`config.mk`:
```
export PLATFORM = sky130hd
export DESIGN_NAME = despreader_top
export DESIGN_NICKNAME = d
export VERILOG_FILES = /design/src/verilog/despreader_pkg.sv /design/src/verilog/despreader_regs.sv /design/src/verilog/code_generator.sv /design/src/verilog/despreader_correlator.sv /design/src/verilog/despreader_top.sv
export SDC_FILE = /design/constraint.sdc
export NUM_CORES = 1
export LEC_CHECK = 0
export BUFFER_PORTS_ARGS = -buffer_cell sky130_fd_sc_hd__buf_2
export CORE_ASPECT_RATIO = 0.9
export CORE_UTILIZATION = 30
export DETAILED_ROUTE_END_ITERATION = 8
export PLACE_DENSITY = 0.56
export SYNTH_ARGS = -nofsm -noshare
export SYNTH_HDL_FRONTEND = slang
export SYNTH_SLANG_ARGS = --single-unit
```
`constraint.sdc`:
```
create_clock -name clk -period 13.9 [get_ports clk]
set_input_delay 0 -clock clk [delete_from_list [all_inputs] [get_ports clk]]
set_output_delay 0 -clock clk [all_outputs]
set_load 0.005 [all_outputs]
```
`src/verilog/despreader_pkg.sv`:
```
/*
 * Shared definitions for the despreader.
 * Register address map, despread mode encoding, code width
 * and the register data word with its code and control views.
 */

package despreader_pkg;

    localparam int code_width = 18; // lfsr state and code register width.

    // code a registers.
    localparam logic [11:0] addr_init_a          = 12'h000;
    localparam logic [11:0] addr_poly_taps_a     = 12'h004;
    localparam logic [11:0] addr_restart_count_a = 12'h008;
    localparam logic [11:0] addr_i_out_taps_a    = 12'h00c;
    localparam logic [11:0] addr_q_out_taps_a    = 12'h010;

    // code b registers.
    localparam logic [11:0] addr_init_b          = 12'h020;
    localparam logic [11:0] addr_poly_taps_b     = 12'h024;
    localparam logic [11:0] addr_restart_count_b = 12'h028;
    localparam logic [11:0] addr_i_out_taps_b    = 12'h02c;
    localparam logic [11:0] addr_q_out_taps_b    = 12'h030;

    localparam logic [11:0] addr_control         = 12'h040;

    localparam logic [1:0] mode_idle    = 2'd0; // no despreading.
    localparam logic [1:0] mode_code_a  = 2'd1;
    localparam logic [1:0] mode_code_b  = 2'd2;
    localparam logic [1:0] mode_code_ab = 2'd3; // i on code a, q on code b.

    typedef union packed {
        struct packed {
            logic [31-code_width:0] pad;
            logic [code_width-1:0]  value;
        } code;
        struct packed {
            logic [29:0] pad;
            logic [1:0]  mode;
        } control;
    } reg_word_t;

endpackage

```
`src/verilog/despreader_regs.sv`:
```
/*
 * Host register file for the despreader.
 * Code A and code B settings plus the control register,
 * byte-lane writes on clk, zero-extended readback and the restart pulse.
 */

`timescale 1ns/10ps

module despreader_regs
    import despreader_pkg::*;
(
    input  logic                  clk,
    input  logic                  rst,
    input  logic                  cs,
    input  logic [3:0]            wr,
    input  logic [11:0]           addr,
    input  logic [31:0]           din,
    output logic [31:0]           dout,
    output logic [1:0]            despread_mode,
    output logic [code_width-1:0] init_a,
    output logic [code_width-1:0] poly_taps_a,
    output logic [code_width-1:0] restart_count_a,
    output logic [code_width-1:0] i_out_taps_a,
    output logic [code_width-1:0] q_out_taps_a,
    output logic [code_width-1:0] init_b,
    output logic [code_width-1:0] poly_taps_b,
    output logic [code_width-1:0] restart_count_b,
    output logic [code_width-1:0] i_out_taps_b,
    output logic [code_width-1:0] q_out_taps_b,
    output logic                  code_restart
);

    reg_word_t             wr_word;
    reg_word_t             rd_word;
    logic                  wr_en;
    logic [code_width-1:0] wr_value;
    logic [2:0]            lanes;

    // merge the enabled byte lanes into an 18-bit register.
    function automatic logic [code_width-1:0] lane_merge(
        input logic [code_width-1:0] old_val,
        input logic [code_width-1:0] new_val,
        input logic [2:0]            strobe
    );
        logic [code_width-1:0] merged;
        merged = old_val;
        if (strobe[0]) merged[7:0] = new_val[7:0];
        if (strobe[1]) merged[15:8] = new_val[15:8];
        if (strobe[2]) merged[17:16] = new_val[17:16];
        return merged;
    endfunction

    assign wr_word  = din;
    assign wr_value = wr_word.code.value;
    assign lanes    = wr[2:0]; // lane 3 has no bits to write.
    assign wr_en    = cs && (wr != 4'b0000);

    always_ff @(posedge clk) begin
        if (rst) begin
            despread_mode   <= mode_idle;
            init_a          <= '0;
            poly_taps_a     <= '0;
            restart_count_a <= '0;
            i_out_taps_a    <= '0;
            q_out_taps_a    <= '0;
            init_b          <= '0;
            poly_taps_b     <= '0;
            restart_count_b <= '0;
            i_out_taps_b    <= '0;
            q_out_taps_b    <= '0;
            code_restart    <= 1'b0;
        end else begin
            code_restart <= wr_en && (addr == addr_control); // one cycle after the write.
            if (wr_en) begin
                case (addr)
                    addr_init_a:          init_a <= lane_merge(init_a, wr_value, lanes);
                    addr_poly_taps_a:     poly_taps_a <= lane_merge(poly_taps_a, wr_value, lanes);
                    addr_restart_count_a:
                        restart_count_a <= lane_merge(restart_count_a, wr_value, lanes);
                    addr_i_out_taps_a:    i_out_taps_a <= lane_merge(i_out_taps_a, wr_value, lanes);
                    addr_q_out_taps_a:    q_out_taps_a <= lane_merge(q_out_taps_a, wr_value, lanes);
                    addr_init_b:          init_b <= lane_merge(init_b, wr_value, lanes);
                    addr_poly_taps_b:     poly_taps_b <= lane_merge(poly_taps_b, wr_value, lanes);
                    addr_restart_count_b:
                        restart_count_b <= lane_merge(restart_count_b, wr_value, lanes);
                    addr_i_out_taps_b:    i_out_taps_b <= lane_merge(i_out_taps_b, wr_value, lanes);
                    addr_q_out_taps_b:    q_out_taps_b <= lane_merge(q_out_taps_b, wr_value, lanes);
                    addr_control:         if (wr[0]) despread_mode <= wr_word.control.mode;
                    default: ;
                endcase
            end
        end
    end

    always_comb begin
        rd_word = '0; // unselected or unmapped reads give zero.
        if (cs) begin
            case (addr)
                addr_init_a:          rd_word.code.value = init_a;
                addr_poly_taps_a:     rd_word.code.value = poly_taps_a;
                addr_restart_count_a: rd_word.code.value = restart_count_a;
                addr_i_out_taps_a:    rd_word.code.value = i_out_taps_a;
                addr_q_out_taps_a:    rd_word.code.value = q_out_taps_a;
                addr_init_b:          rd_word.code.value = init_b;
                addr_poly_taps_b:     rd_word.code.value = poly_taps_b;
                addr_restart_count_b: rd_word.code.value = restart_count_b;
                addr_i_out_taps_b:    rd_word.code.value = i_out_taps_b;
                addr_q_out_taps_b:    rd_word.code.value = q_out_taps_b;
                addr_control:         rd_word.control.mode = despread_mode;
                default: ;
            endcase
        end
    end

    assign dout = rd_word;

endmodule

```
`src/verilog/code_generator.sv`:
```
/*
 * Programmable 18-bit Fibonacci LFSR code generator.
 * I and Q chip taps, chip counter with seed reload
 * and an epoch flag on the last chip of each period.
 */

`timescale 1ns/10ps

module code_generator
    import despreader_pkg::*;
(
    input  logic                  clk,
    input  logic                  rst,
    input  logic                  sample_valid,
    input  logic                  code_restart,
    input  logic [code_width-1:0] init,
    input  logic [code_width-1:0] poly_taps,
    input  logic [code_width-1:0] restart_count,
    input  logic [code_width-1:0] i_out_taps,
    input  logic [code_width-1:0] q_out_taps,
    output logic                  i_chip,
    output logic                  q_chip,
    output logic                  epoch
);

    logic [code_width-1:0] state;
    logic [code_width-1:0] chip_count;
    logic [code_width-1:0] period_end;
    logic                  feedback;

    assign feedback = ^(state & poly_taps);
    assign i_chip   = ^(state & i_out_taps);
    assign q_chip   = ^(state & q_out_taps);

    // a count of zero behaves as a one-chip period.
    assign period_end = (restart_count == '0) ? '0 : restart_count - 1'b1;

    // high while the current chip is the last of the period.
    assign epoch = (chip_count == period_end);

    always_ff @(posedge clk) begin
        if (rst || code_restart) begin
            state      <= init;
            chip_count <= '0;
        end else if (sample_valid) begin
            if (epoch) begin
                state      <= init; // start the next period from the seed.
                chip_count <= '0;
            end else begin
                state      <= {state[code_width-2:0], feedback};
                chip_count <= chip_count + 1'b1;
            end
        end
    end

endmodule

```
`src/verilog/despreader_correlator.sv`:
```
/*
 * Despread correlator.
 * Selects chips and period marker by mode, accumulates
 * sign-flipped I and Q samples and emits one symbol per period.
 */

`timescale 1ns/10ps

module despreader_correlator
    import despreader_pkg::*;
#(
    parameter int sample_width = 8
) (
    input  logic                                   clk,
    input  logic                                   rst,
    input  logic                                   sample_valid,
    input  logic                                   code_restart,
    input  logic [1:0]                             despread_mode,
    input  logic signed [sample_width-1:0]         sample_i,
    input  logic signed [sample_width-1:0]         sample_q,
    input  logic                                   i_chip_a,
    input  logic                                   q_chip_a,
    input  logic                                   epoch_a,
    input  logic                                   i_chip_b,
    input  logic                                   q_chip_b,
    input  logic                                   epoch_b,
    output logic                                   symbol_valid,
    output logic signed [sample_width+code_width-1:0] acc_i,
    output logic signed [sample_width+code_width-1:0] acc_q
);

    localparam int acc_width = sample_width + code_width;

    logic                        chip_i;
    logic                        chip_q;
    logic                        period_mark;
    logic                        symbol_end;
    logic signed [acc_width-1:0] term_i;
    logic signed [acc_width-1:0] term_q;
    logic signed [acc_width-1:0] sum_i;
    logic signed [acc_width-1:0] sum_q;
    logic signed [acc_width-1:0] next_i;
    logic signed [acc_width-1:0] next_q;

    always_comb begin
        case (despread_mode)
            mode_code_a: {chip_i, chip_q, period_mark} = {i_chip_a, q_chip_a, epoch_a};
            mode_code_b: {chip_i, chip_q, period_mark} = {i_chip_b, q_chip_b, epoch_b};
            mode_code_ab: {chip_i, chip_q, period_mark} = {i_chip_a, q_chip_b, epoch_a};
            default: {chip_i, chip_q, period_mark} = 3'b000; // idle.
        endcase
    end

    // extend before negating so the most negative sample stays exact.
    assign term_i = chip_i ? -acc_width'(sample_i) : acc_width'(sample_i);
    assign term_q = chip_q ? -acc_width'(sample_q) : acc_width'(sample_q);
    assign next_i = sum_i + term_i;
    assign next_q = sum_q + term_q;

    assign symbol_end = sample_valid && period_mark && !code_restart;

    always_ff @(posedge clk) begin
        if (rst || code_restart || (despread_mode == mode_idle)) begin
            sum_i        <= '0;
            sum_q        <= '0;
            symbol_valid <= 1'b0;
        end else begin
            symbol_valid <= symbol_end;
            if (symbol_end) begin
                sum_i <= '0;
                sum_q <= '0;
            end else if (sample_valid) begin
                sum_i <= next_i;
                sum_q <= next_q;
            end
        end
    end

    always_ff @(posedge clk) begin
        if (symbol_end) begin
            acc_i <= next_i; // includes the epoch sample.
            acc_q <= next_q;
        end
    end

endmodule

```
`src/verilog/despreader_top.sv`:
```
/*
 * Despreader top level.
 * Register file, code generators A and B and the correlator.
 */

`timescale 1ns/10ps

module despreader_top
    import despreader_pkg::*;
#(
    parameter int sample_width = 8
) (
    input  logic                                      clk,
    input  logic                                      rst,
    input  logic                                      cs,
    input  logic [3:0]                                wr,
    input  logic [11:0]                               addr,
    input  logic [31:0]                               din,
    output logic [31:0]                               dout,
    input  logic                                      sample_valid,
    input  logic signed [sample_width-1:0]            sample_i,
    input  logic signed [sample_width-1:0]            sample_q,
    output logic                                      symbol_valid,
    output logic signed [sample_width+code_width-1:0] acc_i,
    output logic signed [sample_width+code_width-1:0] acc_q
);

    logic [1:0]            despread_mode;
    logic                  code_restart;
    logic [code_width-1:0] init_a;
    logic [code_width-1:0] poly_taps_a;
    logic [code_width-1:0] restart_count_a;
    logic [code_width-1:0] i_out_taps_a;
    logic [code_width-1:0] q_out_taps_a;
    logic [code_width-1:0] init_b;
    logic [code_width-1:0] poly_taps_b;
    logic [code_width-1:0] restart_count_b;
    logic [code_width-1:0] i_out_taps_b;
    logic [code_width-1:0] q_out_taps_b;
    logic                  i_chip_a;
    logic                  q_chip_a;
    logic                  epoch_a;
    logic                  i_chip_b;
    logic                  q_chip_b;
    logic                  epoch_b;

    despreader_regs regs_i (
        .clk(clk), .rst(rst), .cs(cs), .wr(wr), .addr(addr), .din(din), .dout(dout),
        .despread_mode(despread_mode),
        .init_a(init_a), .poly_taps_a(poly_taps_a), .restart_count_a(restart_count_a),
        .i_out_taps_a(i_out_taps_a), .q_out_taps_a(q_out_taps_a),
        .init_b(init_b), .poly_taps_b(poly_taps_b), .restart_count_b(restart_count_b),
        .i_out_taps_b(i_out_taps_b), .q_out_taps_b(q_out_taps_b),
        .code_restart(code_restart)
    );

    code_generator gen_a (
        .clk(clk), .rst(rst), .sample_valid(sample_valid), .code_restart(code_restart),
        .init(init_a), .poly_taps(poly_taps_a), .restart_count(restart_count_a),
        .i_out_taps(i_out_taps_a), .q_out_taps(q_out_taps_a),
        .i_chip(i_chip_a), .q_chip(q_chip_a), .epoch(epoch_a)
    );

    code_generator gen_b (
        .clk(clk), .rst(rst), .sample_valid(sample_valid), .code_restart(code_restart),
        .init(init_b), .poly_taps(poly_taps_b), .restart_count(restart_count_b),
        .i_out_taps(i_out_taps_b), .q_out_taps(q_out_taps_b),
        .i_chip(i_chip_b), .q_chip(q_chip_b), .epoch(epoch_b)
    );

    despreader_correlator #(
        .sample_width(sample_width)
    ) correlator_i (
        .clk(clk), .rst(rst), .sample_valid(sample_valid), .code_restart(code_restart),
        .despread_mode(despread_mode), .sample_i(sample_i), .sample_q(sample_q),
        .i_chip_a(i_chip_a), .q_chip_a(q_chip_a), .epoch_a(epoch_a),
        .i_chip_b(i_chip_b), .q_chip_b(q_chip_b), .epoch_b(epoch_b),
        .symbol_valid(symbol_valid), .acc_i(acc_i), .acc_q(acc_q)
    );

endmodule

```
==> qor.txt, run 1 <==
CTS tree: done
Clk pin slew, worst setup/hold paths: 0.06 ns
Die Width: 275.8 µm
Setup bufs post-CTS: 0
R2r setup slk: 7.98 ns
Async SR Flop Fraction: 0%
Critical path fanouts, max: 13
Vias in the first global route: 16900
Final setup viols: 0
CP max stage cell: a311oi_1
Worst Setup End Kind: flip-flop
Fin Hold WS: 0.04284 ns
Routed Wire Length: 64940 µm
Syn Inst Count: 2372
Max-cap violations: 0
Pins Over Slew Limit: 0
Sequential area share after synthesis: 39.96%
Area grow syn2layout: 14.68%
Avg Cell Area, Syn: 8.532 µm²
Io pins: 153
WP buf/inv: 0
CP top delay family: compound AO/OA/AOI/OAI gates
Hold Path Sink: correlator_i.symbol_valid
DR iter-0 viols: 1610
Sw Pwr: 0.0005457 W
Reg-to-Reg End: correlator_i.acc_i[25]
Initial antenna violation count: 5
Sw Ratio: 23.17%
Share of cells above drive strength 1: 10.48%
GR Overflow Total: 0
YS warnings: 0
Drt first pass iters: 6
Port bufs: 124
Hold_sp: rst
Worst path max stage delay: 0.57 ns
First-pass GRT wire length: 98510 µm
Largest net degree at the start of global routing: 94
Worst slew pin tran: 1.238 ns
Die Span Y: 248.4 µm
Wire length per cell: 19.35 µm
Routability cong.: 0.9205
Synth Register Bits: 360
Run status: complete, no violations
Final TNS setup: 0 ns
Internal Pwr Total: 0.001809 W
Setup CP Type: flip-flop to flip-flop
P_leak: 8.339 nW
CORE AREA: 66150 µm²
Cell Chain, Critical Path: nand2_1, xor2_1, xnor2_1, xnor3_1, xnor2_1, nand3_1, nand2_1, nor2_1, a21o_1, ha_1, a211oi_1, o21bai_1, a21oi_1, nand4b_1, a31oi_1, a311oi_1, a22oi_1, a31oi_1, o21ai_0, nor2b_1
Mapped Area: 20240 µm²
Commonest non-fill, non-tap cell in the layout: nand2_1
H-tree depth: 2
Fin crit share: 42.57%
Die area: 68510 µm²
Commonest non-fill, non-tap cells in the layout: nand2_1 (484), dfxtp_1 (272), a21oi_1 (207), nor2_1 (201), xnor2_1 (152)
Commonest register cell after synthesis: dfxtp_1
# resized after CTS: 0
Antenna Violating Nets Remaining: 0
Worst Hold Path Cells: 3
DRC Markers: 0
Core Rows: 89
Combinational Power Share: 4.7%
Sequential Power Share: 46.0%
Vias per std cell: 5.298
Multi-input gate area: 11460 µm²
Initial core utilization: 30.60%
Worst-Skew Late Latency: 0.57 ns
Hpwl dp: 47250 µm
Slew HR: 16.85%
EDFF count, synth: 88
GRT Util Overall: 18.47%
Origin of the critical flop-to-flop path: gen_b.state[4]
Nets: 2592
Skew final: 0.02292 ns
Root Driver: clkbuf_16
Worst reg-to-reg path cell count: 20
Clk buf depth: 3
Arr. time, crit path: 6.23 ns
Clk sink count: 360
RSZ-0062 raised after global routing: no
Sequential Area: 8088 µm²
Worst setup SP type: flip-flop
Clock Power Share: 49.3%
HP Class: primary input to flip-flop
Fmax: 169.0 MHz
Pwr Density: 101.5 nW/µm²
Critical Path RT: 14.21 ns
CTS buffer count: 41
CTS Hold Bufs: 25
Post-synth cell types: 78
Total number of vias: 17780
Final min period: 5.917 ns
# fillers: 6796
Fin. Hold Viols: 0
VDD IR max: 0.00008481 V
-- cell usage after synthesis (8+ instances only) --
master,instances,area share (%)
a31oi_1,24,0.74
o21bai_1,8,0.30
and3_1,12,0.37
nor2_1,205,3.8
nor3_1,45,1.1
a211oi_1,8,0.30
edfxtp_1,88,13
a222oi_1,17,0.84
nor4_1,12,0.37
a21oi_1,207,5.1
nand3_1,59,1.5
inv_1,44,0.82
nor2b_1,15,0.46
o21ai_0,64,1.6
nand2_1,485,9.0
or3_1,12,0.37
a221oi_1,19,0.82
mux2i_1,107,5.3
xnor2_1,152,6.6
mux2_2,35,1.9
a21o_1,34,1.3
dfxtp_1,272,27
xor2_1,58,2.5
nand2b_1,14,0.43
o31ai_1,13,0.48
buf_4,15,0.56
clkbuf_1,101,1.9
ha_1,64,4.0
nand4_1,17,0.53
and2_1,12,0.37
a22oi_1,26,0.96
-- cells by family after synthesis --
family | after synthesis | synth area share, %
adders and majority gates | 66 | 4.155
buffers and inverters | 180 | 3.839
other | 1 | 0.01853
and+or+nand+nor | 928 | 20.04
xor gates and xnor gates | 217 | 9.867
AOI/OAI and AO/OA | 478 | 14.87
DFF | 360 | 39.96
muxes | 142 | 7.240
-- layer usage --
metal | GRT usage [%] | part of all wire, % | up-vias | wire length [µm]
li1 | - | - | 8482 | -
met1 | 25.69 | 45 | 8469 | 29460
met2 | 27.76 | 43 | 712 | 27770
met3 | 5.109 | 9.4 | 108 | 6103
met4 | 5.024 | 2.4 | 8 | 1568
met5 | 0 | 0.074 | - | 48
-- power by group through the flow --
stage                      logic, W  clock network (W)  registers, W
final                      0.000111            0.00116       0.00108
after global routing       0.000120            0.00122       0.00108
after CTS                  0.000110            0.00118       0.00108
after detailed placement   0.000103                  0       0.00110
after global placement     0.000101                  0       0.00110
after floorplan           0.0000703                  0       0.00110
-- state kept, by name, summed over array words and instances (netlist names), 26 cells and up --
signal	flops
correlator_i.acc_i	26
correlator_i.acc_q	26
correlator_i.sum_i	26
correlator_i.sum_q	26
-- how the worst max path moves through the flow --
| stage | start | endpoint | slack (ns) | depth (start not counted) |
|---|---|---|---|---|
| global placement | gen_b.state[10] | correlator_i.acc_i[25] | 8.05 | 20 |
| floorplan | regs_i.restart_count_a[0] | correlator_i.symbol_valid | 6.45 | 13 |
| CTS | gen_b.state[10] | correlator_i.acc_i[25] | 7.95 | 20 |
| finish | gen_b.state[4] | correlator_i.acc_i[25] | 7.98 | 20 |
| global route | gen_b.state[10] | correlator_i.acc_i[25] | 7.64 | 20 |
| detailed placement | gen_b.state[4] | correlator_i.acc_i[25] | 7.96 | 20 |
-- layout make-up --
| type | instances | area share, % |
|---|---|---|
| well taps | 864 | 4.658 |
| repair buffers | 164 | 4.259 |
| clock inverters | 19 | 1.051 |
| multi-input cells | 1845 | 49.40 |
| clock buffers | 57 | 5.035 |
| diodes | 1 | 0.01078 |
| flip-flops and latches | 360 | 34.85 |
| inverters | 46 | 0.7439 |
-- metrics by stage --
stage / total power (W) / cell area [µm²] / setup slack (ns) / std cells / util [%]
CTS: 0.002374 / 23210 / 7.952 / 3355 / 35.08
global placement: 0.001206 / 21540 / 8.047 / 3254 / 32.57
global route: 0.002425 / 23210 / 7.638 / 3355 / 35.08
detailed placement: 0.001208 / 21540 / 7.962 / 3254 / 32.57
floorplan: 0.001172 / 20290 / 6.453 / 2385 / -
finish: 0.002355 / 23210 / 7.983 / 3356 / 35.09
-- worst reg2reg max path, delay by kind of cell (launching register included) --
family,cells,cell delay [ns]
compound gates,9,2.34
xor+xnor,4,1.23
simple gates,6,1.37
flops,1,0.45
fa+ha+maj,1,0.28
(Power assumes the default switching activity.)
==> inputs of run 2 (changes only) <==
clock period = 6.1 ns   (was 13.9 ns; I/O delays follow)
==> run 2 against run 1 <==
Against the previous run:
- combinational power rose by 130%
- sequential share of layout area barely moved
- clock skew barely moved
- critical path depth rose by 1
- sequential power rose by 130%
- worst setup slack got worse by 7.5 ns
- non-clock buffer count rose by 8
- fmax rose by 5.6%
- final area rose by 0.10%
- critical endpoint is now correlator_i.sum_i[24]
- largest cell class unchanged
==> qor.txt, run 2 (synthesis results as in run 1) <==
Critical Path RT: 6.52 ns
CP top delay family: compound AO/OA/AOI/OAI gates
Sw Pwr: 0.001237 W
M1 WL: 29860 µm
CTS buffer count: 42
Core Rows: 89
WP buf/inv: 0
Total number of vias: 17970
Fin crit share: 91.82%
GRT Util Overall: 18.80%
Fin. Hold Viols: 0
Commonest non-fill, non-tap cell in the layout: nand2_1
Setup bufs post-CTS: 0
Root Driver: clkbuf_16
Antenna Violating Nets Remaining: 0
CP Depth: 21
Arr. time, crit path: 6.02 ns
Io pins: 153
Die Span Y: 248.4 µm
P_leak: 8.359 nW
Vias in the first global route: 17010
Port bufs: 124
Internal Pwr Total: 0.004034 W
VDD IR max: 0.0001907 V
Worst setup SP type: flip-flop
Initial core utilization: 30.60%
Commonest non-fill, non-tap cells in the layout: nand2_1 (485), dfxtp_1 (272), a21oi_1 (207), nor2_1 (202), xnor2_1 (152)
Nets: 2601
Max-cap violations: 0
Final min period: 5.601 ns
# fillers: 6845
Clk buf depth: 3
Clk pin slew, worst setup/hold paths: 0.06 ns
Die area: 68510 µm²
CTS tree: done
Final setup viols: 0
DR WL met2: 28010 µm
Share of cells above drive strength 1: 10.65%
Routability cong.: 0.9263
Fin Hold WS: 0.09284 ns
Area grow syn2layout: 14.80%
CP max stage cell: xnor3_1
CORE AREA: 66150 µm²
Die Width: 275.8 µm
HP Class: primary input to flip-flop
Fmax: 178.5 MHz
Run status: complete, no violations
Setup CP Type: flip-flop to flip-flop
Sequential Power Share: 46.8%
DRC Markers: 0
Sw Ratio: 23.47%
Routed Wire Length: 65590 µm
Critical path fanouts, max: 13
Clk sink count: 360
Skew final: 0.02310 ns
Cell Chain, Critical Path: nand2_1, xnor2_1, xnor2_1, xnor3_1, xnor2_1, nand3_1, nand2_1, nand2_1, o21ai_0, ha_1, a21o_1, a21o_1, a21o_1, a21oi_1, a21boi_0, o31a_1, o21ai_0, o21ai_0, xor2_1, mux2i_1, nor2_1
Top Metal Used: met5
Initial antenna violation count: 6
Worst Hold Path Cells: 5
Worst reg-to-reg path cell count: 21
Slew HR: 13.39%
Combinational Power Share: 4.9%
Worst path max stage delay: 0.44 ns
First-pass GRT wire length: 100700 µm
H-tree depth: 2
RSZ-0062 raised after global routing: no
Final TNS setup: 0 ns
Vias per std cell: 5.341
Worst Setup End Kind: flip-flop
Met3 wire len: 6286 µm
Hpwl dp: 47940 µm
Pins Over Slew Limit: 0
Pwr Density: 226.9 nW/µm²
Clock Power Share: 48.4%
GR Overflow Total: 0
Worst-Skew Late Latency: 0.57 ns
Largest net degree at the start of global routing: 90
DR iter-0 viols: 2073
Drt first pass iters: 7
Worst slew pin tran: 1.289 ns
Wire length per cell: 19.49 µm
-- run 2: changes by cell type in the layout (fill, tap and decap cells not counted), sizes merged --
| cell | change |
|---|---|
| buf | +6 |
| bufinv | -2 |
| clkbuf | +2 |
| clkinv | -2 |
| diode | +2 |
| dlygate4sd3 | +2 |
| inv | +1 |
-- run 2: final timing paths --
path	start	endpoint	slack [ns]
worst min-delay path	addr[4]	regs_i.code_restart	0.09
worst min register to register	correlator_i.sum_i[25]	correlator_i.sum_i[25]	0.47
worst max-delay path	gen_b.state[10]	correlator_i.sum_i[24]	0.50
worst max register to register	gen_b.state[10]	correlator_i.sum_i[24]	0.50
-- run 2: timing repair --
item,in CTS,in global routing
setup endpoints to repair,0,0
gates resized for setup,0,0
hold buffers,27,0
hold endpoints to repair,207,0
-- run 2: worst min-delay path, stage by stage --
cell and delay [ns]:
buf_2 0.12, nor4_1 0.06, buf_4 0.17, nand2_1 0.12, nor3_1 0.11
-- run 2: power by group through the flow --
stage	clock network (W)	logic [W]	registers, W
5_1_grt	0.00269	0.000277	0.00247
3_5_place_dp	0	0.000239	0.00252
2_1_floorplan	0	0.000160	0.00251
6_report	0.00255	0.000257	0.00247
3_3_place_gp	0	0.000235	0.00252
4_1_cts	0.00259	0.000254	0.00247
-- run 2: area by class of cell --
type | count | area, µm² | share of cell area, %
Sequential cell | 360 | 8088 | 34.81
Clock buffer | 59 | 1166 | 5.019
Tap cell | 864 | 1081 | 4.653
Multi-Input combinational cell | 1845 | 11470 | 49.35
Inverter | 46 | 172.7 | 0.7432
Timing Repair Buffer | 172 | 1066 | 4.588
Antenna cell | 3 | 7.507 | 0.03231
Clock inverter | 16 | 186.4 | 0.8024
-- run 2: metrics by stage --
stage / util, % / std cells / power [W] / area (µm²) / setup slack [ns]
global placement: 32.66 / 3260 / 0.002752 / 21600 / 0.5871
detailed placement: 32.66 / 3260 / 0.002756 / 21600 / 0.4804
finish: 35.12 / 3365 / 0.005271 / 23230 / 0.4990
CTS: 35.11 / 3362 / 0.005312 / 23230 / 0.4812
global route: 35.11 / 3362 / 0.005435 / 23230 / 0.01649
floorplan: - / 2385 / 0.002672 / 20290 / 0.09537
-- run 2: per-layer routing --
metal / GRT usage, % / vias to the layer above
li1: - / 8495
met1: 27.14 / 8578
met2: 28.06 / 787
met3: 4.133 / 109
met4: 4.725 / 4
met5: 0 / -
==> inputs of run 3 (changes only) <==
CTS_BUF_LIST = sky130_fd_sc_hd__clkbuf_8   (was default)
==> run 3 against run 2 <==
Against the previous run:
- hold slack worse by 0.040 ns
- sequential cell count unchanged
- power down 4.6%
- wire length up 0.39%
- critical path depth down 1
- combinational power about the same
- fmax down 0.31%
- count of clock-buffer cells in the layout up 17
- clock skew up 0.027 ns
- worst setup slack worse by 0.018 ns
- critical endpoint is now correlator_i.acc_q[24]
==> qor.txt, run 3 (synthesis results as in run 1) <==
Skew final: 0.04970 ns
First-pass GRT wire length: 101100 µm
GRT Util Overall: 18.94%
R2r setup slk: 0.48 ns
CTS tree: done
Commonest non-fill, non-tap cell in the layout: nand2_1
CP max stage cell: o31ai_2
Root Driver: clkbuf_8
Critical path fanouts, max: 14
Clock Power Share: 45.8%
Combinational Power Share: 5.1%
Area grow syn2layout: 14.71%
CTS Hold Bufs: 33
Sequential Power Share: 49.0%
Fin util: 35.10%
Drt first pass iters: 8
CORE AREA: 66150 µm²
Vias in the first global route: 17230
Routability cong.: 0.9263
GR Overflow Total: 0
Worst reg-to-reg path cell count: 20
Critical Path RT: 6.45 ns
CP Depth: 20
Hpwl dp: 47940 µm
Vias per std cell: 5.334
HP Class: primary input to flip-flop
WP buf/inv: 1
Origin of the critical flop-to-flop path: gen_a.state[4]
Final setup viols: 0
Critical path startpoint: gen_a.state[4]
Die area: 68510 µm²
# resized after CTS: 0
Routed Wire Length: 65850 µm
Clk buf depth: 3
Nets: 2631
Commonest non-fill, non-tap cells in the layout: nand2_1 (485), dfxtp_1 (272), a21oi_1 (207), nor2_1 (202), xnor2_1 (152)
Wire length per cell: 19.31 µm
Fmax: 178.0 MHz
Arr. time, crit path: 5.97 ns
Setup bufs post-CTS: 0
Worst Setup End Kind: flip-flop
VDD IR max: 0.0001341 V
Placed instance area: 21600 µm²
Fin. Hold Viols: 0
Die Width: 275.8 µm
Clk pin slew, worst setup/hold paths: 0.07 ns
DRC Markers: 0
Largest net degree at the start of global routing: 90
Fin area: 23210 µm²
Hold_sp: sample_i[4]
Core Rows: 89
Pins Over Slew Limit: 0
Slew HR: 10.51%
Run status: complete, no violations
Io pins: 153
Setup CP Type: flip-flop to flip-flop
Fin crit share: 92.11%
Final TNS setup: 0 ns
RSZ-0062 raised after global routing: no
H-tree depth: 3
Final min period: 5.619 ns
Initial antenna violation count: 4
Worst setup SP type: flip-flop
Max-cap violations: 0
P_leak: 8.469 nW
Worst-Skew Late Latency: 0.66 ns
Internal Pwr Total: 0.003758 W
Port bufs: 124
Worst slew pin tran: 1.332 ns
Reg-to-Reg End: correlator_i.acc_q[24]
Cell Chain, Critical Path: nand2_1, xor2_1, xnor2_1, xnor2_1, xnor2_1, xnor2_1, o31ai_2, buf_4, nor2_1, a21oi_1, ha_1, a21o_1, a21o_1, a21oi_1, o31ai_1, a22oi_1, o21ai_0, o41a_1, a21oi_1, xnor2_1
Pwr Density: 216.7 nW/µm²
Total number of vias: 18190
Initial core utilization: 30.60%
Worst path max stage delay: 0.74 ns
Antenna Violating Nets Remaining: 0
Sw Pwr: 0.001272 W
Crit-path most repeated cell: xnor2_1
Die Span Y: 248.4 µm
Worst Hold Path Cells: 4
Sw Ratio: 25.29%
CTS buffer count: 66
CP top delay family: compound AO/OA/AOI/OAI gates
Share of cells above drive strength 1: 11.60%
Hold Path Sink: correlator_i.acc_i[4]
Clk sink count: 360
DR iter-0 viols: 1985
run 3: cell count changes in the layout (fill, tap and decap cells not counted):
cell / previous run / this run
inv_4: 1 / 0
clkbuf_16: 43 / 0
inv_6: 1 / 2
clkinv_1: 3 / 4
diode_2: 3 / 2
bufinv_16: 4 / 2
inv_1: 44 / 67
clkbuf_8: 3 / 76
dlygate4sd3_1: 27 / 33
clkbuf_1: 13 / 0
inv_8: 0 / 1
run 3: worst min-delay path: stages:
cell and delay, ns:
buf_2 0.10, xnor2_1 0.12, ha_1 0.17, xnor2_1 0.17
run 3: worst max-delay path by stage:
stage,endpoint
after floorplan,correlator_i.acc_i[0]
after CTS,correlator_i.sum_i[24]
after global routing,correlator_i.sum_i[24]
after global placement,correlator_i.sum_i[24]
after detailed placement,correlator_i.sum_i[24]
final,correlator_i.acc_q[24]
run 3: metrics by stage:
step	hold WS, ns	worst slack, ns	total power, W	std cells
after global routing	0.05213	0.004357	0.005204	3408
after detailed placement	0.3906	0.4804	0.002756	3260
after CTS	0.01074	0.4792	0.005081	3408
after floorplan	0.1519	0.09537	0.002672	2385
after global placement	0.3798	0.5871	0.002752	3260
final	0.05299	0.4815	0.005030	3410
run 3: layout make-up:
cell class	count	area (µm²)
Antenna cell	2	5.005
Clock buffer	76	1046
Clock inverter	39	230.2
Fill cell	6867	42930
Inverter	46	172.7
Multi-Input combinational cell	1845	11470
Sequential cell	360	8088
Tap cell	864	1081
Timing Repair Buffer	178	1126
run 3: power by group through the flow:
stage / clock network, W / registers [W] / logic [W]
finish: 0.00230 / 0.00247 / 0.000258
global route: 0.00246 / 0.00247 / 0.000279
CTS: 0.00236 / 0.00247 / 0.000256
detailed placement: 0 / 0.00252 / 0.000239
global placement: 0 / 0.00252 / 0.000235
floorplan: 0 / 0.00251 / 0.000160
run 3: routing by layer:
layer	share of wire [%]	GRT usage, %	routed length, µm	up-vias
met1	45	27.04	29610	8634
li1	-	-	-	8571
met2	43	28.03	28190	863
met3	9.8	4.404	6445	116
met4	2.4	5.636	1581	4
met5	0.032	0	21	-
